<file path="config.mk">
export PLATFORM = sky130hd
export DESIGN_NAME = gshare_pht
export DESIGN_NICKNAME = d
export VERILOG_FILES = /design/src/common/fetch_pkg.sv /design/src/predictor/gshare_pht.sv
export SDC_FILE = /design/constraint.sdc
export NUM_CORES = 1
export LEC_CHECK = 0
export ABC_CLOCK_PERIOD_IN_PS = 5400
export BUFFER_PORTS_ARGS = -buffer_cell sky130_fd_sc_hd__buf_2
export CAP_MARGIN = 20
export CORE_MARGIN = 2
export CORE_UTILIZATION = 40
export DETAILED_ROUTE_END_ITERATION = 10
export GPL_TIMING_DRIVEN = 0
export PLACE_DENSITY = 0.53
export SLEW_MARGIN = 5
export SYNTH_ARGS = -nofsm -noshare
export SYNTH_HDL_FRONTEND = slang
export SYNTH_SLANG_ARGS = --single-unit
</file>
<file path="constraint.sdc">
create_clock -name clk_i -period 5.4 [get_ports clk_i]
set_clock_uncertainty 0.15 [all_clocks]
set_input_delay 0.81 -clock clk_i [delete_from_list [all_inputs] [get_ports clk_i]]
set_output_delay 0.81 -clock clk_i [all_outputs]
set_load 0.005 [all_outputs]
</file>
<file path="src/common/fetch_pkg.sv">
package fetch_pkg;

    // Address and predictor geometry
    localparam int XLEN            = 32;
    localparam int GHR_WIDTH       = 8;
    localparam int PHT_DEPTH       = 2 ** GHR_WIDTH;
    localparam int BTB_INDEX_WIDTH = 6;
    localparam int BTB_DEPTH       = 2 ** BTB_INDEX_WIDTH;
    localparam int BTB_TAG_WIDTH   = XLEN - BTB_INDEX_WIDTH - 2;

    // Reset values
    localparam logic [XLEN-1:0] RESET_PC  = '0;
    localparam logic [1:0]      CTR_RESET = 2'b01;

    // PC as seen by the BTB
    typedef struct packed {
        logic [BTB_TAG_WIDTH-1:0]   tag;
        logic [BTB_INDEX_WIDTH-1:0] index;
        logic [1:0]                 offset;
    } btb_view_t;

    // PC as seen by the PHT, before hashing with history
    typedef struct packed {
        logic [XLEN-GHR_WIDTH-3:0] unused;
        logic [GHR_WIDTH-1:0]      index;
        logic [1:0]                offset;
    } pht_view_t;

    typedef union packed {
        btb_view_t btb;
        pht_view_t pht;
    } fetch_pc_u;

    // Prediction for the PC currently in fetch
    typedef struct packed {
        logic                 btb_hit;
        logic                 pred_taken;
        logic [XLEN-1:0]      target;
        logic [GHR_WIDTH-1:0] ghr;
    } predict_t;

    // One resolved control-flow instruction coming back from execute
    typedef struct packed {
        logic                 valid;
        logic                 is_cond;
        logic                 is_jal;
        logic                 is_jalr;
        logic                 taken;
        logic                 pred_taken;
        logic                 btb_hit;
        logic [XLEN-1:0]      pc;
        logic [XLEN-1:0]      target;
        logic [GHR_WIDTH-1:0] ghr;
    } resolve_t;

endpackage

</file>
<file path="src/predictor/gshare_pht.sv">
`timescale 1ns/1ps

module gshare_pht (
    input  logic                            clk_i,
    input  logic                            rst_ni,
    input  fetch_pkg::fetch_pc_u            rd_pc_i,
    input  logic                            train_i,
    input  fetch_pkg::resolve_t             resolve_i,
    output logic                            ctr_taken_o,
    output logic [fetch_pkg::GHR_WIDTH-1:0] ghr_o
);

    import fetch_pkg::*;

    logic [GHR_WIDTH-1:0] ghr_q;
    logic [1:0]           pht_q [PHT_DEPTH];

    fetch_pc_u            wr_pc;
    logic [GHR_WIDTH-1:0] rd_idx;
    logic [GHR_WIDTH-1:0] wr_idx;
    logic [1:0]           ctr_cur;
    logic [1:0]           ctr_next;

    // Read side hashes with the live history
    assign rd_idx      = rd_pc_i.pht.index ^ ghr_q;
    assign ctr_taken_o = pht_q[rd_idx][1];
    assign ghr_o       = ghr_q;

    // Write side uses the snapshot the branch carried down the pipe
    assign wr_pc  = resolve_i.pc;
    assign wr_idx = wr_pc.pht.index ^ resolve_i.ghr;

    assign ctr_cur = pht_q[wr_idx];

    // Two-bit saturating counter
    always_comb begin
        ctr_next = ctr_cur;
        if (resolve_i.taken) begin
            if (ctr_cur != 2'b11) begin
                ctr_next = ctr_cur + 2'b01;
            end
        end else begin
            if (ctr_cur != 2'b00) begin
                ctr_next = ctr_cur - 2'b01;
            end
        end
    end

    always_ff @(posedge clk_i or negedge rst_ni) begin
        if (!rst_ni) begin
            for (int i = 0; i < PHT_DEPTH; i++) begin
                pht_q[i] <= CTR_RESET;
            end
        end else if (train_i) begin
            pht_q[wr_idx] <= ctr_next;
        end
    end

    // History only moves on resolved branches, not on fetch
    always_ff @(posedge clk_i or negedge rst_ni) begin
        if (!rst_ni) begin
            ghr_q <= '0;
        end else if (train_i) begin
            ghr_q <= {ghr_q[GHR_WIDTH-2:0], resolve_i.taken};
        end
    end

endmodule

</file>
==> flow_summary.yaml <==
worst_setup_path:
  crit_arrival_ns: 4.43
  cp-start-kind: "flip-flop"
  path_buf_inv: 4
  cp-end-kind: "primary output"
  path_class: "reg2out"
  critPathRequiredTime_ns: 4.44
  crit_path_max_incr_delay_ns: 0.55
  crit_top_cell: "mux4_2"
  critPathTopFamily: "multiplexers"
  crit_path_max_fanout: 10
  cp_cell_sequence: "xor2_2 > buf_4 > clkbuf_4 > clkbuf_4 > mux4_2 > mux4_2 > mux4_2 > mux2i_1 > a21oi_1 > buf_2"
  cp_slowest_cell: "mux4_2"
global_routing:
  grt_max_degree: 122
  grt-ovfl-total: 0
  grt_pass1_wl_mm: 169
  antenna_found_initial: 5
  grt_util_all_layers_pct: 33.7
  first_global_vias: 23600
timing:
  rsz0062_at_grt: "no"
  setup_viol: 0
  hold_viol_final: 0
  tightest_slew_ns: 1.33
  slew_headroom_pct: 11.5
  finalMaxSlewViolations: 0
  fin_tns_setup_ns: 0
  fmax_mhz: 186
  fin_ws_ns: 0.0145
  fin_crit_sh_pct: 99.7
  worst_hold_slack_ns: 0.00715
  fin_crit_ns: 5.39
routing:
  vias_per_cell: 7.04
  firstDrtPassIters: 7
  drc: 0
  wl_per_cell_microns: 34.4
  ant_nets: 0
  num_vias: 24300
  finalWirelength_mm: 119
  drt_iter0_drc: 3935
floorplan:
  die_x_microns: 264
  start_util_pct: 40.3
  core_sq_mm: 0.0672
  num_io_pins: 123
  rows: 95
  die_y_microns: 264
  die-area_sq_mm: 0.0698
clock_tree:
  cts_buffers: 59
  cts-htree-levels: 2
  cts_setup_buffers: 0
  clk_pin_slew_worst_paths_ns: 0.06
  cts_buffer_depth: 3
  cts_tree: "yes"
  root_buffer: "clkbuf_16"
  cts_num_sinks: 520
  clk_latency_ns: 0.65
yosys:
  syn-cell-area_sq_mm: 0.0271
  synth_nets: 2518
  yosys.area.top_type: "dfstp_2"
  avgSynthCellArea_sq_um: 11.3
  ys_seq_area_share_pct: 49.2
  synth.distinct_cells: 32
  syn_inst: 2404
  synth_top_area_share_pct: 24.8
  ys_seq_elements: 520
  synth.area.top_cells: "dfstp_2 (25%), dfrtp_1 (24%), mux4_2 (16%)"
  yosysWarnings: 0
cells_and_area:
  fin_nets: 2644
  seq_area_sq_mm: 0.0133
  drive_gt1_share_pct: 26.7
  postLayoutCoreUtil_pct: 45.9
  syn_to_final_growth_pct: 13.9
  nFillCells: 6134
  multi_input_area_sq_mm: 0.0126
hold_path:
  hold_path_class: "in2async"
placement:
  io_buffer_count: 36
  dp_slack_ns: -1.08
  dp_hpwl_mm: 78.9
  gp_congestion: 0.948
outcome:
  status: "finished, final reports clean"
pwr:
  power-per-cell-area_mw_per_mm2: 383
  p_leak_nw: 11.3
  vdd.ir_drop.worst_v: 0.000259
run:
  drv_cap: 0
sequential cells by signal, summed over array words and instances (netlist names):
signal	count
ghr_o	8
pht_q	512
worst paths after layout:
path                                from           to  slack, ns  cells past startpoint
setup / recovery                ghr_o[1]  ctr_taken_o       0.01                     10
max in group asynchronous         rst_ni   pht_q[464]       3.54                      3
setup reg to reg              pht_q[465]   pht_q[462]       1.15                      9
min in group clk_i         resolve_i[74]     ghr_o[0]       0.27                      2
hold / removal                    rst_ni     ghr_o[7]      0.007                      1
hold reg to reg               pht_q[490]   pht_q[490]       0.33                      2
metrics by stage:
step,cells,cell area (sq um),total power [mW]
2_1_floorplan,2404,27100,6.55
3_3_place_gp,3313,28400,7.54
3_5_place_dp,3332,28700,7.66
4_1_cts,3442,30700,11.7
5_1_grt,3452,30900,12.2
6_report,3453,30900,11.8
metal layers:
layer	part of all wire [%]	global-route usage, %	vias up
met4	5.1	16.3	6
met3	14	11.9	404
met5	0.038	0.624	-
met1	39	45.9	12400
li1	-	-	9629
met2	42	47.8	1831
cells by family after synthesis:
family | after synthesis | synth area share [%]
AO/OA/AOI/OAI | 1072 | 24.0
flip-flops | 520 | 49.2
buffers and inverters | 299 | 4.65
multiplexers | 245 | 17.8
AND/OR/NAND/NOR | 242 | 3.50
XOR/XNOR | 24 | 0.776
adder cells (fa/ha/maj) | 2 | 0.0785
cell usage in the layout (no fill, tap or decap), drive strengths merged:
cell | Yosys | routed
dfstp | 256 | 256
nor4 | 1 | 1
bufinv | 0 | 1
o21ai | 256 | 256
o41ai | 7 | 7
a31oi | 256 | 256
clkinv | 0 | 11
a211oi | 1 | 1
clkbuf | 225 | 322
nand4 | 1 | 1
nand3 | 6 | 6
a21oi | 261 | 261
inv | 1 | 2
o31ai | 231 | 231
a22oi | 8 | 8
nor2b | 1 | 1
mux4 | 188 | 188
mux2i | 49 | 49
o22a | 24 | 24
buf | 73 | 138
a41oi | 28 | 28
and4 | 2 | 2
xor2 | 14 | 14
nand2 | 179 | 179
mux2 | 8 | 8
dfrtp | 264 | 264
xnor2 | 10 | 10
diode | 0 | 1
nor2 | 48 | 48
or2 | 4 | 4
maj3 | 2 | 2
cell type report:
class | count | share of cell area (%)
repair buffers | 65 | 2.03
plain buffers | 298 | 4.19
clock buffers | 97 | 5.93
diodes | 1 | 0.00811
clock inverters | 13 | 0.341
inverters | 1 | 0.0122
multi-input cells | 1585 | 40.7
well taps | 873 | 3.54
flip-flops and latches | 520 | 43.2
Yosys cell counts, drive strengths merged:
master	instances
dfrtp	264
o41ai	7
nand4	1
xor2	14
a211oi	1
nor4	1
mux2i	49
maj3	2
nor2b	1
nand3	6
buf	73
o31ai	231
o22a	24
nor2	48
inv	1
or2	4
and4	2
a31oi	256
mux2	8
dfstp	256
a41oi	28
o21ai	256
a22oi	8
clkbuf	225
a21oi	261
nand2	179
xnor2	10
mux4	188
timing repair:
action / 4_1_cts / 5_1_grt
endpoints found under the setup margin: 160 / 217
gates cloned: 0 / 0
hold buffers: 0 / 0
gates resized for setup: 16 / 9
where the power goes:
group	total, mW	switching (mW)	internal (mW)
logic	2.84	1.79	1.05
clock network	4.08	1.73	2.34
registers	4.90	0.356	4.54
total	11.8	3.88	7.93
Note: power is estimated with default switching activity, not from simulation.
