[src/common/fetch_pkg.sv]
package fetch_pkg;

    // Address and predictor geometry
    localparam int XLEN            = 32;
    localparam int GHR_WIDTH       = 8;
    localparam int PHT_DEPTH       = 2 ** GHR_WIDTH;
    localparam int BTB_INDEX_WIDTH = 6;
    localparam int BTB_DEPTH       = 2 ** BTB_INDEX_WIDTH;
    localparam int BTB_TAG_WIDTH   = XLEN - BTB_INDEX_WIDTH - 2;

    // Reset values
    localparam logic [XLEN-1:0] RESET_PC  = '0;
    localparam logic [1:0]      CTR_RESET = 2'b01;

    // PC as seen by the BTB
    typedef struct packed {
        logic [BTB_TAG_WIDTH-1:0]   tag;
        logic [BTB_INDEX_WIDTH-1:0] index;
        logic [1:0]                 offset;
    } btb_view_t;

    // PC as seen by the PHT, before hashing with history
    typedef struct packed {
        logic [XLEN-GHR_WIDTH-3:0] unused;
        logic [GHR_WIDTH-1:0]      index;
        logic [1:0]                offset;
    } pht_view_t;

    typedef union packed {
        btb_view_t btb;
        pht_view_t pht;
    } fetch_pc_u;

    // Prediction for the PC currently in fetch
    typedef struct packed {
        logic                 btb_hit;
        logic                 pred_taken;
        logic [XLEN-1:0]      target;
        logic [GHR_WIDTH-1:0] ghr;
    } predict_t;

    // One resolved control-flow instruction coming back from execute
    typedef struct packed {
        logic                 valid;
        logic                 is_cond;
        logic                 is_jal;
        logic                 is_jalr;
        logic                 taken;
        logic                 pred_taken;
        logic                 btb_hit;
        logic [XLEN-1:0]      pc;
        logic [XLEN-1:0]      target;
        logic [GHR_WIDTH-1:0] ghr;
    } resolve_t;

endpackage

[src/predictor/branch_target_buffer.sv]
`timescale 1ns/1ps

module branch_target_buffer (
    input  logic                       clk_i,
    input  logic                       rst_ni,
    input  fetch_pkg::fetch_pc_u       rd_pc_i,
    input  logic                       alloc_i,
    input  fetch_pkg::resolve_t        resolve_i,
    output logic                       hit_o,
    output logic [fetch_pkg::XLEN-1:0] target_o
);

    import fetch_pkg::*;

    logic                     valid_q  [BTB_DEPTH];
    logic [BTB_TAG_WIDTH-1:0] tag_q    [BTB_DEPTH];
    logic [XLEN-1:0]          target_q [BTB_DEPTH];

    fetch_pc_u                wr_pc;
    logic [BTB_INDEX_WIDTH-1:0] rd_idx;
    logic [BTB_INDEX_WIDTH-1:0] wr_idx;

    assign rd_idx = rd_pc_i.btb.index;
    assign wr_pc  = resolve_i.pc;
    assign wr_idx = wr_pc.btb.index;

    // Direct mapped lookup
    assign hit_o    = valid_q[rd_idx] && (tag_q[rd_idx] == rd_pc_i.btb.tag);
    assign target_o = target_q[rd_idx];

    always_ff @(posedge clk_i or negedge rst_ni) begin
        if (!rst_ni) begin
            for (int i = 0; i < BTB_DEPTH; i++) begin
                valid_q[i] <= 1'b0;
            end
        end else if (alloc_i) begin
            valid_q[wr_idx] <= 1'b1;
        end
    end

    // Tag and target overwrite whatever entry sat at this index
    always_ff @(posedge clk_i) begin
        if (alloc_i) begin
            tag_q[wr_idx]    <= wr_pc.btb.tag;
            target_q[wr_idx] <= resolve_i.target;
        end
    end

endmodule

[config.mk]
export PLATFORM = sky130hd
export DESIGN_NAME = branch_target_buffer
export DESIGN_NICKNAME = d
export VERILOG_FILES = /design/src/common/fetch_pkg.sv /design/src/predictor/branch_target_buffer.sv
export SDC_FILE = /design/constraint.sdc
export NUM_CORES = 2
export LEC_CHECK = 0
export BUFFER_PORTS_ARGS = -buffer_cell sky130_fd_sc_hd__buf_2
export CORE_MARGIN = 2
export CORE_UTILIZATION = 52
export DETAILED_ROUTE_END_ITERATION = 6
export GPL_TIMING_DRIVEN = 1
export PLACE_DENSITY = 0.7
export SYNTH_ARGS = -nofsm -noshare
export SYNTH_HDL_FRONTEND = slang
export SYNTH_SLANG_ARGS = --single-unit
[constraint.sdc]
create_clock -name clk_i -period 3.1 [get_ports clk_i]
set_clock_uncertainty 0.1 [all_clocks]
set_input_delay 0.31 -clock clk_i [delete_from_list [all_inputs] [get_ports clk_i]]
set_output_delay 0.31 -clock clk_i [all_outputs]
set_load 0.02 [all_outputs]
==> out/results.tsv <==
stage	metric	value	unit
outcome	status	complete, but fails checks	
outcome	violations	setup timing	
yosys	netlist_instances	5676	
yosys	syn_nets	5790	
final_layout	area_delta_synth_final	18.3	%
final_layout	finalNetCount	6682	
clocking	clockBufferDepth	4	
sta	relSlewSlack	18.4	%
floorplanning	die_area	271000	sq um
floorplanning	ios	147	
clocking	htree_num_levels	5	
yosys	ys_seq_area_share	78.7	%
clocking	clock_sinks	3648	
clocking	cts.clk_slew.worst_paths	0.07	ns
global_routing	track_usage	29.7	%
drt	wl	408	mm
floorplanning	start_util	52.3	%
sta	drv_slew	0	
yosys	synth.area.top_cells	edfxtp_1 (78%), mux4_2 (17%), dfrtp_1 (1.2%)	
floorplanning	coreArea	265000	sq um
worst_setup_path	cp.arrival	4.35	ns
sta	tightest_slew	1.22	ns
placement	gp_congestion	0.821	
worst_setup_path	cp-startpoint	tag_q[59][12]$_DFFE_PP_	
worst_setup_path	path_class	flop to output pin	
sta	setup_viol	33	
sta	setup_tns	-18.47	ns
sta	whs	0.0101	ns
global_routing	grt_max_degree	77	
job	drv_cap	0	
drt	postRouteAntennaNets	0	
sta	finalHoldViolCount	0	
global_routing	first_global_vias	69900	
worst_setup_path	start_kind	flop	
drt	drc	0	
clocking	cts_root_buf	clkbuf_16	
sta	max_freq	0.210	GHz
clocking	cts_tree	done	
floorplanning	die_y	521	microns
yosys	syn-cell-area	139000	sq um
sta	grt_setup_unrepaired	yes	
power	vdd_drop_max	0.609	mV
placement	place.detailed.hpwl	204	mm
global_routing	grt_pass1_wl	555	mm
yosys	synth_edf_count	3584	
yosys	synth.distinct_cells	56	
placement	place_worst_setup_slack	-1.48	ns
floorplanning	rows	189	
final_layout	num-fill-cells	17300	
drt	wl_per_cell	39.2	microns
worst_setup_path	r2r_start	valid_q[50]$_DFFE_PN0P_	
worst_setup_path	rr_worst_depth	1	
placement	port_buffers	127	
yosys	avgSynthCellArea	24.5	sq um
clocking	numCtsBuffers	353	
power	p_per_area	633	nW/um^2
worst_hold_path	hp-class	primary input to async pin	
sta	setup_ws	-1.66	ns
power	leakagePower	52.4	nW
floorplanning	die_w	521	microns
worst_setup_path	reg2reg_slack	2.18	ns
drt	vias	71600	
worst_setup_path	worstSetupEndpointType	output pin	
drt	drt-initial-drc-count	12200	
yosys	ys_warn_count	0	
sta	period_needed	4.76	ns
worst_setup_path	crit_end	hit_o	
drt	vias_per_cell	6.89	
worst_setup_path	r2r-end	valid_q[50]$_DFFE_PN0P_	
global_routing	antenna_found_initial	26	
sta	min_period_over_period	153	%
yosys	ys.flop_type	edfxtp_1	
yosys	synth_top_area_share	77.5	%
yosys	ys_ff_latch	3648	
clocking	insertion_delay	0.90	ns
global_routing	gr-total-overflow	0	
final_layout	final_layout_size_suffix_gt1_share	36.9	%
worst_setup_path	crit_required	2.69	ns
yosys	synth-async-reset-ratio	1.75	%
drt	drt_first_pass_iters	6	
worst_setup_path	critPathMaxFanout	1	
yosys	yosys.area.top_type	edfxtp_1	
[how the worst min path moves through the flow]
| stage | start | depth (start not counted) | slack (ns) | to |
|---|---|---|---|---|
| final | rst_ni | 2 | 0.01 | valid_q[37]$_DFFE_PN0P_ |
| after global routing | rst_ni | 2 | 0.06 | valid_q[46]$_DFFE_PN0P_ |
| after CTS | resolve_i[24] | 1 | 0.0002 | target_q[15][16]$_DFFE_PP_ |
| after detailed placement | valid_q[35]$_DFFE_PN0P_ | 1 | 0.35 | valid_q[35]$_DFFE_PN0P_ |
| after global placement | rst_ni | 1 | 0.35 | valid_q[30]$_DFFE_PN0P_ |
| after floorplan | rst_ni | 0 | -0.09 | valid_q[0]$_DFFE_PN0P_ |
[flip-flops by register name, summed over array words and instances (netlist names)]
signal and flops:
target_q 2048, tag_q 1536, valid_q 64
[power by group]
group / internal (mW) / leakage (nW) / switching [mW]
clock network: 24.7 / 5.56 / 18.3
logic: 2.87 / 13.8 / 3.26
registers: 54.7 / 33.0 / 0.165
[worst max-delay path, stage by stage (launching register included)]
cell and delay, ns:
edfxtp_1 0.38, mux4_2 0.48, a22oi_1 0.21, a21oi_1 0.15, nor4_4 0.36, buf_4 0.17, xor2_1 0.14, nand3_1 0.15
buf_6 0.17, or4_4 0.44, nor4_4 0.47, buf_4 0.20, buf_6 0.11
[cell usage after synthesis, types with 3 or more instances]
cell and count:
dfrtp_1 64, buf_2 88, xnor2_1 6, and3_1 9
a211oi_1 8, mux2_2 5, nand2b_1 5, or3b_2 3
buf_4 29, clkbuf_1 137, nand4_1 12, nand3b_1 4
mux4_2 1047, a22o_1 22, a22oi_1 71, nor4_2 3
buf_6 25, o221ai_1 16, or2_2 67, inv_1 4
o21ai_0 13, a221oi_1 25, buf_1 19, or3_1 7
o22ai_1 36, nand3_1 21, a21oi_1 39, a31oi_1 11
edfxtp_1 3584, nor4_1 4, nor2_1 77, nand2_1 70
nor3_1 12, and2_1 5, xor2_1 8, nor2b_1 14
mux2i_1 81
[what timing repair did]
item	4_1_cts	5_1_grt
gates resized for setup	179	71
gates cloned	22	12
pin swaps	6	6
buffers inserted	47	35
setup endpoints to repair	33	33
hold buffers	25	0
hold endpoints to repair	978	0
[per-layer routing]
layer | part of all wire [%] | track usage (%) | vias up
met3 | 12 | 6.03 | 1023
li1 | - | - | 26500
met4 | 4.5 | 11.4 | 22
met5 | 0.037 | 0 | -
met1 | 35 | 41.5 | 38400
met2 | 48 | 46.9 | 5631
[cell type report]
type                       instances  area, sq um  area share [%]
sequential                      3648       109000            66.5
multi-input combinational       1725        28700            17.5
timing repair buffer             835        10300            6.29
clock buffer                     429         9400            5.73
tap                             3533         4420            2.69
clock inverter                   210         1990            1.21
antenna                           13         32.5          0.0198
inverter                           5         28.8          0.0175
[logic make-up (layout without fill, tap and decap cells)]
logic type / count (synthesis) / in the layout / share of synthesized area (%)
buf+inv: 303 / 1479 / 1.11
simple gates: 320 / 320 / 1.18
xor+xnor: 14 / 14 / 0.0883
mux: 1133 / 1133 / 17.6
compound gates: 258 / 258 / 1.33
flops: 3648 / 3648 / 78.7
other cells: 0 / 13 / 0
[per-stage QoR]
stage	std cells	total power, mW	area (sq um)	util (%)
after floorplan	5676	58.8	139000	-
after global placement	9609	61.2	150000	56.5
after detailed placement	9609	61.4	150000	56.5
after CTS	10300	104	163000	61.6
after global routing	10400	106	164000	61.9
final	10400	104	164000	61.9
[cell usage in the layout, fill, tap and decap left out, types with 21 or more instances in the layout]
cell	Yosys	final
edfxtp_1	3584	3584
mux4_2	1047	1047
clkbuf_16	0	376
buf_4	29	375
buf_12	0	215
buf_2	88	91
clkinv_1	0	84
mux2i_1	81	79
nand2_1	70	69
a22oi_1	71	67
or2_2	67	67
nor2_4	0	65
dfrtp_1	64	64
clkinv_2	0	61
clkbuf_1	137	61
buf_6	25	51
buf_16	0	50
bufinv_16	0	37
o22ai_1	36	36
a21oi_1	39	35
dlygate4sd3_1	0	25
a221oi_1	25	23
a22o_1	22	22
nand3_1	21	21
No activity file was read; power rests on OpenSTA's default activity.
