[src/common/fetch_pkg.sv]
package fetch_pkg;

    // Address and predictor geometry
    localparam int XLEN            = 32;
    localparam int GHR_WIDTH       = 8;
    localparam int PHT_DEPTH       = 2 ** GHR_WIDTH;
    localparam int BTB_INDEX_WIDTH = 6;
    localparam int BTB_DEPTH       = 2 ** BTB_INDEX_WIDTH;
    localparam int BTB_TAG_WIDTH   = XLEN - BTB_INDEX_WIDTH - 2;

    // Reset values
    localparam logic [XLEN-1:0] RESET_PC  = '0;
    localparam logic [1:0]      CTR_RESET = 2'b01;

    // PC as seen by the BTB
    typedef struct packed {
        logic [BTB_TAG_WIDTH-1:0]   tag;
        logic [BTB_INDEX_WIDTH-1:0] index;
        logic [1:0]                 offset;
    } btb_view_t;

    // PC as seen by the PHT, before hashing with history
    typedef struct packed {
        logic [XLEN-GHR_WIDTH-3:0] unused;
        logic [GHR_WIDTH-1:0]      index;
        logic [1:0]                offset;
    } pht_view_t;

    typedef union packed {
        btb_view_t btb;
        pht_view_t pht;
    } fetch_pc_u;

    // Prediction for the PC currently in fetch
    typedef struct packed {
        logic                 btb_hit;
        logic                 pred_taken;
        logic [XLEN-1:0]      target;
        logic [GHR_WIDTH-1:0] ghr;
    } predict_t;

    // One resolved control-flow instruction coming back from execute
    typedef struct packed {
        logic                 valid;
        logic                 is_cond;
        logic                 is_jal;
        logic                 is_jalr;
        logic                 taken;
        logic                 pred_taken;
        logic                 btb_hit;
        logic [XLEN-1:0]      pc;
        logic [XLEN-1:0]      target;
        logic [GHR_WIDTH-1:0] ghr;
    } resolve_t;

endpackage

[src/logic/fetch_ctrl.sv]
`timescale 1ns/1ps

module fetch_ctrl (
    input  logic                           clk_i,
    input  logic                           rst_ni,
    input  logic                           fetch_stall_i,
    input  fetch_pkg::resolve_t            resolve_i,
    input  logic                           btb_hit_i,
    input  logic [fetch_pkg::XLEN-1:0]      btb_target_i,
    input  logic                           ctr_taken_i,
    input  logic [fetch_pkg::GHR_WIDTH-1:0] ghr_i,
    output fetch_pkg::fetch_pc_u           pc_o,
    output fetch_pkg::predict_t            predict_o,
    output logic                           train_o,
    output logic                           alloc_o,
    output logic                           flush_o
);

    import fetch_pkg::*;

    fetch_pc_u       pc_q;
    logic [XLEN-1:0] pc_plus4;
    logic [XLEN-1:0] res_plus4;
    logic [XLEN-1:0] recover_pc;
    logic [XLEN-1:0] predict_pc;
    logic [XLEN-1:0] next_pc;
    logic            pred_taken;
    logic            trainable;
    logic            mispredict;

    // Prediction only when the BTB knows a target for this PC
    assign pred_taken = btb_hit_i & ctr_taken_i;

    always_comb begin
        predict_o            = '0;
        predict_o.btb_hit    = btb_hit_i;
        predict_o.pred_taken = pred_taken;
        predict_o.target     = btb_target_i;
        predict_o.ghr        = ghr_i;
    end

    // Conditional branches and jal train both tables
    assign trainable = resolve_i.valid & (resolve_i.is_cond | resolve_i.is_jal);
    assign train_o   = trainable;
    assign alloc_o   = trainable & resolve_i.taken;

    // jalr has no usable prediction, so it always redirects
    assign mispredict = (trainable & (resolve_i.pred_taken ^ resolve_i.taken))
                      | (resolve_i.valid & resolve_i.is_jalr);
    assign flush_o    = mispredict;

    assign pc_plus4  = pc_q + XLEN'(4);
    assign res_plus4 = resolve_i.pc + XLEN'(4);

    assign recover_pc = resolve_i.taken ? resolve_i.target : res_plus4;
    assign predict_pc = pred_taken ? btb_target_i : pc_plus4;

    // Recovery wins over stall
    always_comb begin
        if (mispredict) begin
            next_pc = recover_pc;
        end else if (fetch_stall_i) begin
            next_pc = pc_q;
        end else begin
            next_pc = predict_pc;
        end
    end

    always_ff @(posedge clk_i or negedge rst_ni) begin
        if (!rst_ni) begin
            pc_q <= RESET_PC;
        end else begin
            pc_q <= next_pc;
        end
    end

    assign pc_o = pc_q;

endmodule

[config.mk]
export PLATFORM = sky130hd
export DESIGN_NAME = fetch_ctrl
export DESIGN_NICKNAME = d
export VERILOG_FILES = /design/src/common/fetch_pkg.sv /design/src/logic/fetch_ctrl.sv
export SDC_FILE = /design/constraint.sdc
export NUM_CORES = 1
export LEC_CHECK = 0
export BUFFER_PORTS_ARGS = -buffer_cell sky130_fd_sc_hd__buf_2
export CAP_MARGIN = 15
export CELL_PAD_IN_SITES_DETAIL_PLACEMENT = 1
export CELL_PAD_IN_SITES_GLOBAL_PLACEMENT = 2
export CORE_MARGIN = 2
export CORE_UTILIZATION = 26
export DETAILED_ROUTE_END_ITERATION = 10
export PLACE_DENSITY_LB_ADDON = 0.05
export RECOVER_POWER = 100
export SLEW_MARGIN = 20
export SYNTH_ARGS = -nofsm -noshare
export SYNTH_HDL_FRONTEND = slang
export SYNTH_SLANG_ARGS = --single-unit
[constraint.sdc]
create_clock -name clk_i -period 4.24 [get_ports clk_i]
set_input_delay 0.212 -clock clk_i [delete_from_list [all_inputs] [get_ports clk_i]]
set_output_delay 0.212 -clock clk_i [all_outputs]
set_load 0.005 [all_outputs]
==> implementation parameters, run 1 <==
Parameter                              Value

Outcome
  Outcome ... finished, violations left
  Violations in the final reports ... capacitance limit, slew limit

Synth
  Part of the Yosys area used for sequential elements ... 21.0%
  Number of nets in the synthesized netlist ... ~650
  FF+latch count, synth ... 32
  Cell with the most instances after synthesis ... sky130_fd_sc_hd__buf_4
  Number of synthesized flops with an enable pin ... 0
  Summed instance area of the synthesized netlist ... 0.00381 mm2
  Post-synthesis cell type with the largest combined area ... sky130_fd_sc_hd__dfrtp_1
  Number of warnings printed during yosys synthesis ... 0
  Leading post-synthesis cells by cell area ... sky130_fd_sc_hd__dfrtp_1 21%, sky130_fd_sc_hd__buf_4 8.3%, sky130_fd_sc_hd__nor2_1 4.0%
  Mean instance size in the synthesized netlist ... 7.32 um2
  Cell types with the highest counts after synthesis ... 42 x sky130_fd_sc_hd__buf_4, 41 x sky130_fd_sc_hd__nor2_1, 40 x sky130_fd_sc_hd__nand2_1, 32 x sky130_fd_sc_hd__dfrtp_1, 26 x sky130_fd_sc_hd__nand3_1
  Share of the synthesized area in the top cell type ... 21.0%
  Number of distinct standard cells referenced by the synthesized netlist ... 62
  Ys async rst share ... 100%
  Post-synthesis instance total ... 521
  Top flip-flop cell by instance count after synthesis ... sky130_fd_sc_hd__dfrtp_1

STA
  Clock skew ... 0.00522 ns
  Final max-slew violation count ... 68
  Fin Setup TNS ... 0 ns
  RSZ-0062 raised after global routing ... false
  Final setup viols ... 0
  Period Utilization, post-route ... ~64%
  Transition at the pin with the smallest max-transition slack ... 1.99 ns
  Final critical path time including I/O delays and setup ... roughly 2.7 ns
  Achievable clock frequency ... 367 MHz
  Min Hold Slack ... about 0.17 ns
  Slew Limit Headroom ... -32.9%
  Number of hold violations in the final report ... 0

CTS
  Clock Pin Slew Worst Setup and Hold Paths ... around 0.060 ns
  Clk_lat worst skew ... 0.28 ns
  CTS tree ... yes
  Number of cells upsized or downsized after cts ... 0
  Number of buffers created by CTS ... 5
  Root buffer cell ... sky130_fd_sc_hd__clkbuf_16
  Number of sinks driven by the clock tree ... 32
  Hold Buf Count CTS ... 0
  Maximum clock insertion buffer count ... 2
  CTS HTree Levels ... 2
  Setup repair bufs after CTS ... 0

Worst setup path
  Slowest cell on the critical path ... sky130_fd_sc_hd__inv_1
  Worst setup SP type ... input pin
  Longest individual stage delay on the worst path ... around 0.64 ns
  Buffering stage count on the worst path with inverters included ... 3
  Critical Setup Path Class ... in -> reg
  Kind of capture point of the worst setup path ... register
  Endpoint required time on the critical path ... 4.44 ns
  Critical path arrival ... 2.92 ns
  Dominant delay contributor by cell family on the critical path ... buffers and inverters
  Peak fanout along the critical path ... 42
  Flop-to-flop setup slack ... 1.69 ns
  Critical path, cell by cell ... buf_2 > xnor2_1 > o21bai_1 > clkbuf_1 > nand2_1 > inv_1 > o311ai_0 > o21ai_0

Global route
  Grt total ovfl ... 0
  First-pass GRT wire length ... 25,400 um
  Pin count of the biggest net entering global routing ... 55
  Initial antenna violation count ... 0
  Total Routing Usage GR ... 20.3%
  Via count of the first global-routing pass ... 4,355

Floorplanning
  I/O Pins ... 201
  Initial Utilization ... between 20% and 30%
  Die Footprint ... 0.0156 mm2
  Number of standard-cell rows in the floorplan ... 44
  DIE WIDTH ... 125 um
  Y dimension of the die ... approximately 130 um
  Core area ... roughly 0.014 mm2

Route
  Detailed-route DRC error count ... 0
  Number of nets with antenna violations after detailed routing ... 0
  Routed via count divided by cell count ... 5.52
  Vias after detailed routing ... 4,481
  Final WL ... 16,600 um
  Initial DRC count ... roughly 230
  Per-cell routed wire length ... about 20 um
  Detailed-router iteration count before antenna repair ... 4

Power
  Register share of total power ... 33.1%
  Worst supply voltage drop on vdd ... 0.137 mV
  Power per unit of standard cell area ... 295 mW/mm2
  Comb pwr share ... 33.6%
  Net switching power figure ... 493 uW
  Share of total power in the clock network ... 33.3%
  Internal power ... 870 uW
  Switching share of total power ... 36.2%
  Leakage power of the design ... 1.94 nW

Place
  Placer's final routability congestion estimate ... 0.838
  HPWL Detailed ... around 13,000 um
  Number of buffer cells added on primary ports ... 175

Worst hold path
  Min-Delay Path Class ... in -> reg

Job
  Count of maximum capacitance violations ... 2

Final layout
  Diodes inserted ... 0
  Layout Utilization ... approximately a third
  Share of layout cells above drive strength 1 ... between 20% and 30%
  Syn-to-layout area delta ... 21.3%
  Flip-flop count of the largest register, all copies and words added ... 32
  Final #Nets ... 753
==> layout make-up <==
cell class	instances	area [um2]
Fill cell	1832	9800
Multi-Input combinational cell	398	2500
Timing Repair Buffer	180	868
Sequential cell	32	801
Tap cell	184	230
Clock buffer	7	153
Inverter	10	37.5
Clock inverter	1	30.0
==> cells by family after synthesis <==
family / synth area share [%]
and+or+nand+nor: 30.2
xor gates and xnor gates: 3.91
adders and majority gates: 0.656
DFF: 21.0
buffers and inverters: 13.5
AOI/OAI and AO/OA: 27.4
muxes: 3.41
==> power groups by stage <==
| stage | Combinational (mW) | Sequential [mW] | Clock [mW] |
|---|---|---|---|
| after detailed placement | 0.468 | 0.454 | 0 |
| after global placement | 0.458 | 0.452 | 0 |
| final | 0.458 | 0.451 | 0.455 |
| after CTS | 0.471 | 0.449 | 0.463 |
| after global routing | 0.508 | 0.461 | 0.476 |
| after floorplan | 0.269 | 0.431 | 0 |
==> path summary, 6_finish.rpt <==
check	startpoint	endpoint	depth (start not counted)
setup / recovery	resolve_i[74]	pc_o[22]$_DFFE_PN0P_	8
hold / removal	resolve_i[37]	pc_o[29]$_DFFE_PN0P_	3
setup reg to reg	pc_o[2]$_DFFE_PN0P_	pc_o[20]$_DFFE_PN0P_	6
hold reg to reg	pc_o[1]$_DFFE_PN0P_	pc_o[1]$_DFFE_PN0P_	2
max in group asynchronous	rst_ni	pc_o[8]$_DFFE_PN0P_	1
min in group asynchronous	rst_ni	pc_o[31]$_DFFE_PN0P_	1
==> metrics by stage <==
stage	setup slack, ns	std cells	cell area [um2]	power, mW
6_report	1.52	812	4620	1.36
5_1_grt	1.28	812	4620	1.45
2_1_floorplan	2.32	521	3810	0.701
3_5_place_dp	1.41	804	4490	0.923
4_1_cts	1.69	812	4670	1.38
3_3_place_gp	1.50	804	4480	0.910
==> worst min-delay path, cell delays in order <==
cell and delay (ns):
sky130_fd_sc_hd__buf_2 0.08, sky130_fd_sc_hd__nand3_1 0.06, sky130_fd_sc_hd__o221ai_1 0.07
==> per-layer routing <==
metal	up-vias	part of all wire, %	GRT usage (%)
met5	-	0	0
met4	0	0.75	3.01
met3	14	5.5	3.51
met2	135	44	31.4
met1	2171	50	30.1
li1	2161	-	-
==> placed cells by master (no fill, tap or decap), types with 10 or more instances in the layout <==
cell type	instances
sky130_fd_sc_hd__buf_2	144
sky130_fd_sc_hd__nor2_1	41
sky130_fd_sc_hd__nand2_1	40
sky130_fd_sc_hd__dfrtp_1	32
sky130_fd_sc_hd__clkbuf_1	31
sky130_fd_sc_hd__nand3_1	26
sky130_fd_sc_hd__o21ai_0	25
sky130_fd_sc_hd__a21oi_1	24
sky130_fd_sc_hd__nand4_1	22
sky130_fd_sc_hd__nor3_1	17
sky130_fd_sc_hd__and3_1	17
sky130_fd_sc_hd__mux2i_1	13
sky130_fd_sc_hd__a31oi_1	12
sky130_fd_sc_hd__and4_1	11
sky130_fd_sc_hd__o31ai_1	11
sky130_fd_sc_hd__o221ai_1	11
sky130_fd_sc_hd__xnor2_1	10
sky130_fd_sc_hd__nand2b_1	10
sky130_fd_sc_hd__nor4_1	10
(Power assumes the default switching activity.)
==> run 2: changes to the inputs <==
Settings changed: ABC_AREA from default to 1, CORE_UTILIZATION 26 to 20.
Clock period 4.24 ns to 2.2 ns, I/O delays scaled along.
==> implementation parameters, run 2 <==
Parameter                              Value

Power
  Worst supply voltage drop on vdd ... 0.241 mV
  Net switching power figure ... 1.20 mW
  Leakage power of the design ... 2.60 nW
  Switching share of total power ... 43.1%
  Internal power ... 1.58 mW
  Power per unit of standard cell area ... between 500 and 600 mW/mm2
  Comb pwr share ... 40.4%
  Share of total power in the clock network ... 26.7%
  Register share of total power ... 32.9%

Place
  Setup slack after placement ... 0.401 ns
  Number of buffer cells added on primary ports ... 175
  Number of placed instances with taps included ... 1,182
  Cell area after placement ... slightly above 0.005 mm2
  Placer's final routability congestion estimate ... 0.759
  HPWL Detailed ... 16,100 um

Floorplanning
  Core area ... 0.0210 mm2
  DIE WIDTH ... around 150 um
  Number of standard-cell rows in the floorplan ... 53
  Die Footprint ... 0.0226 mm2
  Initial Utilization ... a little over 20%
  I/O Pins ... 201
  Y dimension of the die ... around 150 um

Worst setup path
  Longest individual stage delay on the worst path ... approximately 0.57 ns
  Endpoint required time on the critical path ... 2.09 ns
  Critical path, cell by cell ... clkbuf_1 > xor2_1 > nand2_1 > nand2_1 > clkbuf_2 > buf_2
  Critical path arrival ... 1.82 ns
  Critical Setup Path Class ... in -> out
  Slowest cell on the critical path ... sky130_fd_sc_hd__clkbuf_2
  Flop-to-flop setup slack ... between 0.2 and 0.3 ns
  Kind of capture point of the worst setup path ... output port
  Worst path most repeated cell ... sky130_fd_sc_hd__nand2_1
  Peak fanout along the critical path ... 22
  Buffering stage count on the worst path with inverters included ... 3
  Worst setup SP type ... input pin
  Dominant delay contributor by cell family on the critical path ... buffers and inverters

Synth
  Cell with the most instances after synthesis ... sky130_fd_sc_hd__nand2_1
  Post-synthesis instance total ... 789
  Top flip-flop cell by instance count after synthesis ... sky130_fd_sc_hd__dfrtp_1
  Cell types with the highest counts after synthesis ... 269 x sky130_fd_sc_hd__nand2_1, 171 x sky130_fd_sc_hd__nor2_1, 66 x sky130_fd_sc_hd__nand3_1, 57 x sky130_fd_sc_hd__inv_1, 43 x sky130_fd_sc_hd__buf_4
  Number of nets in the synthesized netlist ... 915
  Share of the synthesized area in the top cell type ... 23.6%
  Number of warnings printed during yosys synthesis ... 0
  Ys async rst share ... 100%
  Number of distinct standard cells referenced by the synthesized netlist ... 35
  Summed instance area of the synthesized netlist ... 0.00429 mm2
  Post-synthesis cell type with the largest combined area ... sky130_fd_sc_hd__nand2_1
  Leading post-synthesis cells by cell area ... sky130_fd_sc_hd__nand2_1 24%, sky130_fd_sc_hd__dfrtp_1 19%, sky130_fd_sc_hd__nor2_1 15%
  FF+latch count, synth ... 32
  Mean instance size in the synthesized netlist ... 5.43 um2
  Number of synthesized flops with an enable pin ... 0
  Part of the Yosys area used for sequential elements ... 18.7%

STA
  RSZ-0062 raised after global routing ... false
  Achievable clock frequency ... 519 MHz
  Final max-slew violation count ... 0
  Period Utilization, post-route ... between 80% and 90%
  Slew Limit Headroom ... 31.2%
  Transition at the pin with the smallest max-transition slack ... 1.03 ns
  Final critical path time including I/O delays and setup ... 1.93 ns
  Number of hold violations in the final report ... 0
  PnR worst setup slack ... 0.272 ns
  Clock skew ... ~0.0023 ns
  Fin Setup TNS ... 0 ns
  Final setup viols ... 0

CTS
  CTS tree ... yes
  Number of sinks driven by the clock tree ... 32
  Number of buffers created by CTS ... 5
  Clk_lat worst skew ... 0.29 ns
  Root buffer cell ... sky130_fd_sc_hd__clkbuf_16
  Clock Pin Slew Worst Setup and Hold Paths ... 0.06 ns
  Maximum clock insertion buffer count ... 2
  CTS HTree Levels ... 2

Global route
  Pin count of the biggest net entering global routing ... 33
  Grt total ovfl ... 0
  Initial antenna violation count ... 0
  Via count of the first global-routing pass ... 5,376
  First-pass GRT wire length ... 29,900 um
  Total Routing Usage GR ... 17.3%

Final layout
  Diodes inserted ... 0
  Share of layout cells above drive strength 1 ... 18.8%
  Syn-to-layout area delta ... 21.8%
  Area occupied by multi-input gates ... roughly 0.0028 mm2
  Most used cells in the layout excluding fill and tap cells ... 270 x sky130_fd_sc_hd__nand2_1, 174 x sky130_fd_sc_hd__nor2_1, 129 x sky130_fd_sc_hd__buf_2
  Most frequent standard cell in the layout excluding fill and tap cells ... sky130_fd_sc_hd__nand2_1
  Post-route design area ... 0.00522 mm2
  Layout filler cell count ... 2,853
  Flip-flop count of the largest register, all copies and words added ... 32
  Final #Nets ... between 1,000 and 1,500
  Non-filler cells in the finished layout ... 1,191
  Area taken by flip-flops and latches ... 801 um2

Route
  Number of nets with antenna violations after detailed routing ... 0
  Vias after detailed routing ... roughly 5,200
  Detailed-router iteration count before antenna repair ... 4
  Per-cell routed wire length ... 16.3 um
  Routed via count divided by cell count ... 4.37
  Detailed-route DRC error count ... 0
  Final WL ... between 15,000 and 20,000 um
  Initial DRC count ... about 150

Job
  Count of maximum capacitance violations ... 0

Worst hold path
  Min-Delay Path Class ... in -> reg

Outcome
  Outcome ... complete, no violations
run 2: logic make-up (layout without fill, tap and decap cells):
group | after synthesis | in the layout | share of synthesized area (%)
buffers and inverters | 126 | 253 | 15.3
AOI/OAI and AO/OA | 70 | 70 | 9.02
xor gates and xnor gates | 15 | 15 | 3.07
and+or+nand+nor | 544 | 544 | 53.3
DFF | 32 | 32 | 18.7
adders and majority gates | 2 | 2 | 0.584
run 2: per-stage QoR:
step	hold slack (ns)	utilization, %	power, mW
2_1_floorplan	-0.186	-	1.57
5_1_grt	0.0900	24.8	3.02
6_report	0.0847	24.8	2.78
4_1_cts	0.0800	25.4	2.87
3_3_place_gp	0.220	24.6	2.08
3_5_place_dp	0.220	24.6	2.11
run 2: area by class of cell:
| cell class | count | share of cell area [%] |
|---|---|---|
| clock buffer | 8 | 2.80 |
| inverter | 60 | 4.31 |
| multi-input combinational | 631 | 53.7 |
| sequential | 32 | 15.3 |
| tap | 275 | 6.59 |
| timing repair buffer | 185 | 17.3 |
run 2: power by group through the flow:
stage | Clock [mW] | Combinational, mW | Sequential (mW)
floorplan | 0 | 0.698 | 0.868
global placement | 0 | 1.16 | 0.920
detailed placement | 0 | 1.19 | 0.925
CTS | 0.766 | 1.19 | 0.915
global route | 0.789 | 1.29 | 0.942
finish | 0.743 | 1.12 | 0.915
run 2: tightest hold or removal path: cells and delay by family:
kind	cells	cell delay, ns
AND/OR/NAND/NOR	1	0.07
buffers and inverters	1	0.09
AO/OA/AOI/OAI	1	0.07
run 2: worst paths after layout:
kind / end / cells after the start / from
max in group asynchronous: pc_o[27]$_DFFE_PN0P_ / 2 / rst_ni
min reg2reg: pc_o[0]$_DFFE_PN0P_ / 2 / pc_o[0]$_DFFE_PN0P_
max reg2reg: pc_o[23]$_DFFE_PN0P_ / 11 / pc_o[2]$_DFFE_PN0P_
min: pc_o[0]$_DFFE_PN0P_ / 3 / btb_target_i[0]
max: flush_o / 6 / resolve_i[74]
min in group asynchronous: pc_o[1]$_DFFE_PN0P_ / 2 / rst_ni
run 2: what timing repair did:
action                     4_1_cts  5_1_grt
setup endpoints to repair        0        0
resized for setup                0        0
hold buffers                     1        0
setup buffers                    0        0
hold endpoints to repair        32        0
run 2: routing by layer:
layer / part of all wire [%] / track usage [%] / up-vias / routed length, um
li1: - / - / 2663 / -
met1: 48 / 23.8 / 2449 / 9270
met2: 49 / 29.9 / 90 / 9500
met3: 2.7 / 1.67 / 7 / 521
met4: 0.53 / 2.55 / 0 / 102
met5: 0 / 0 / - / 0
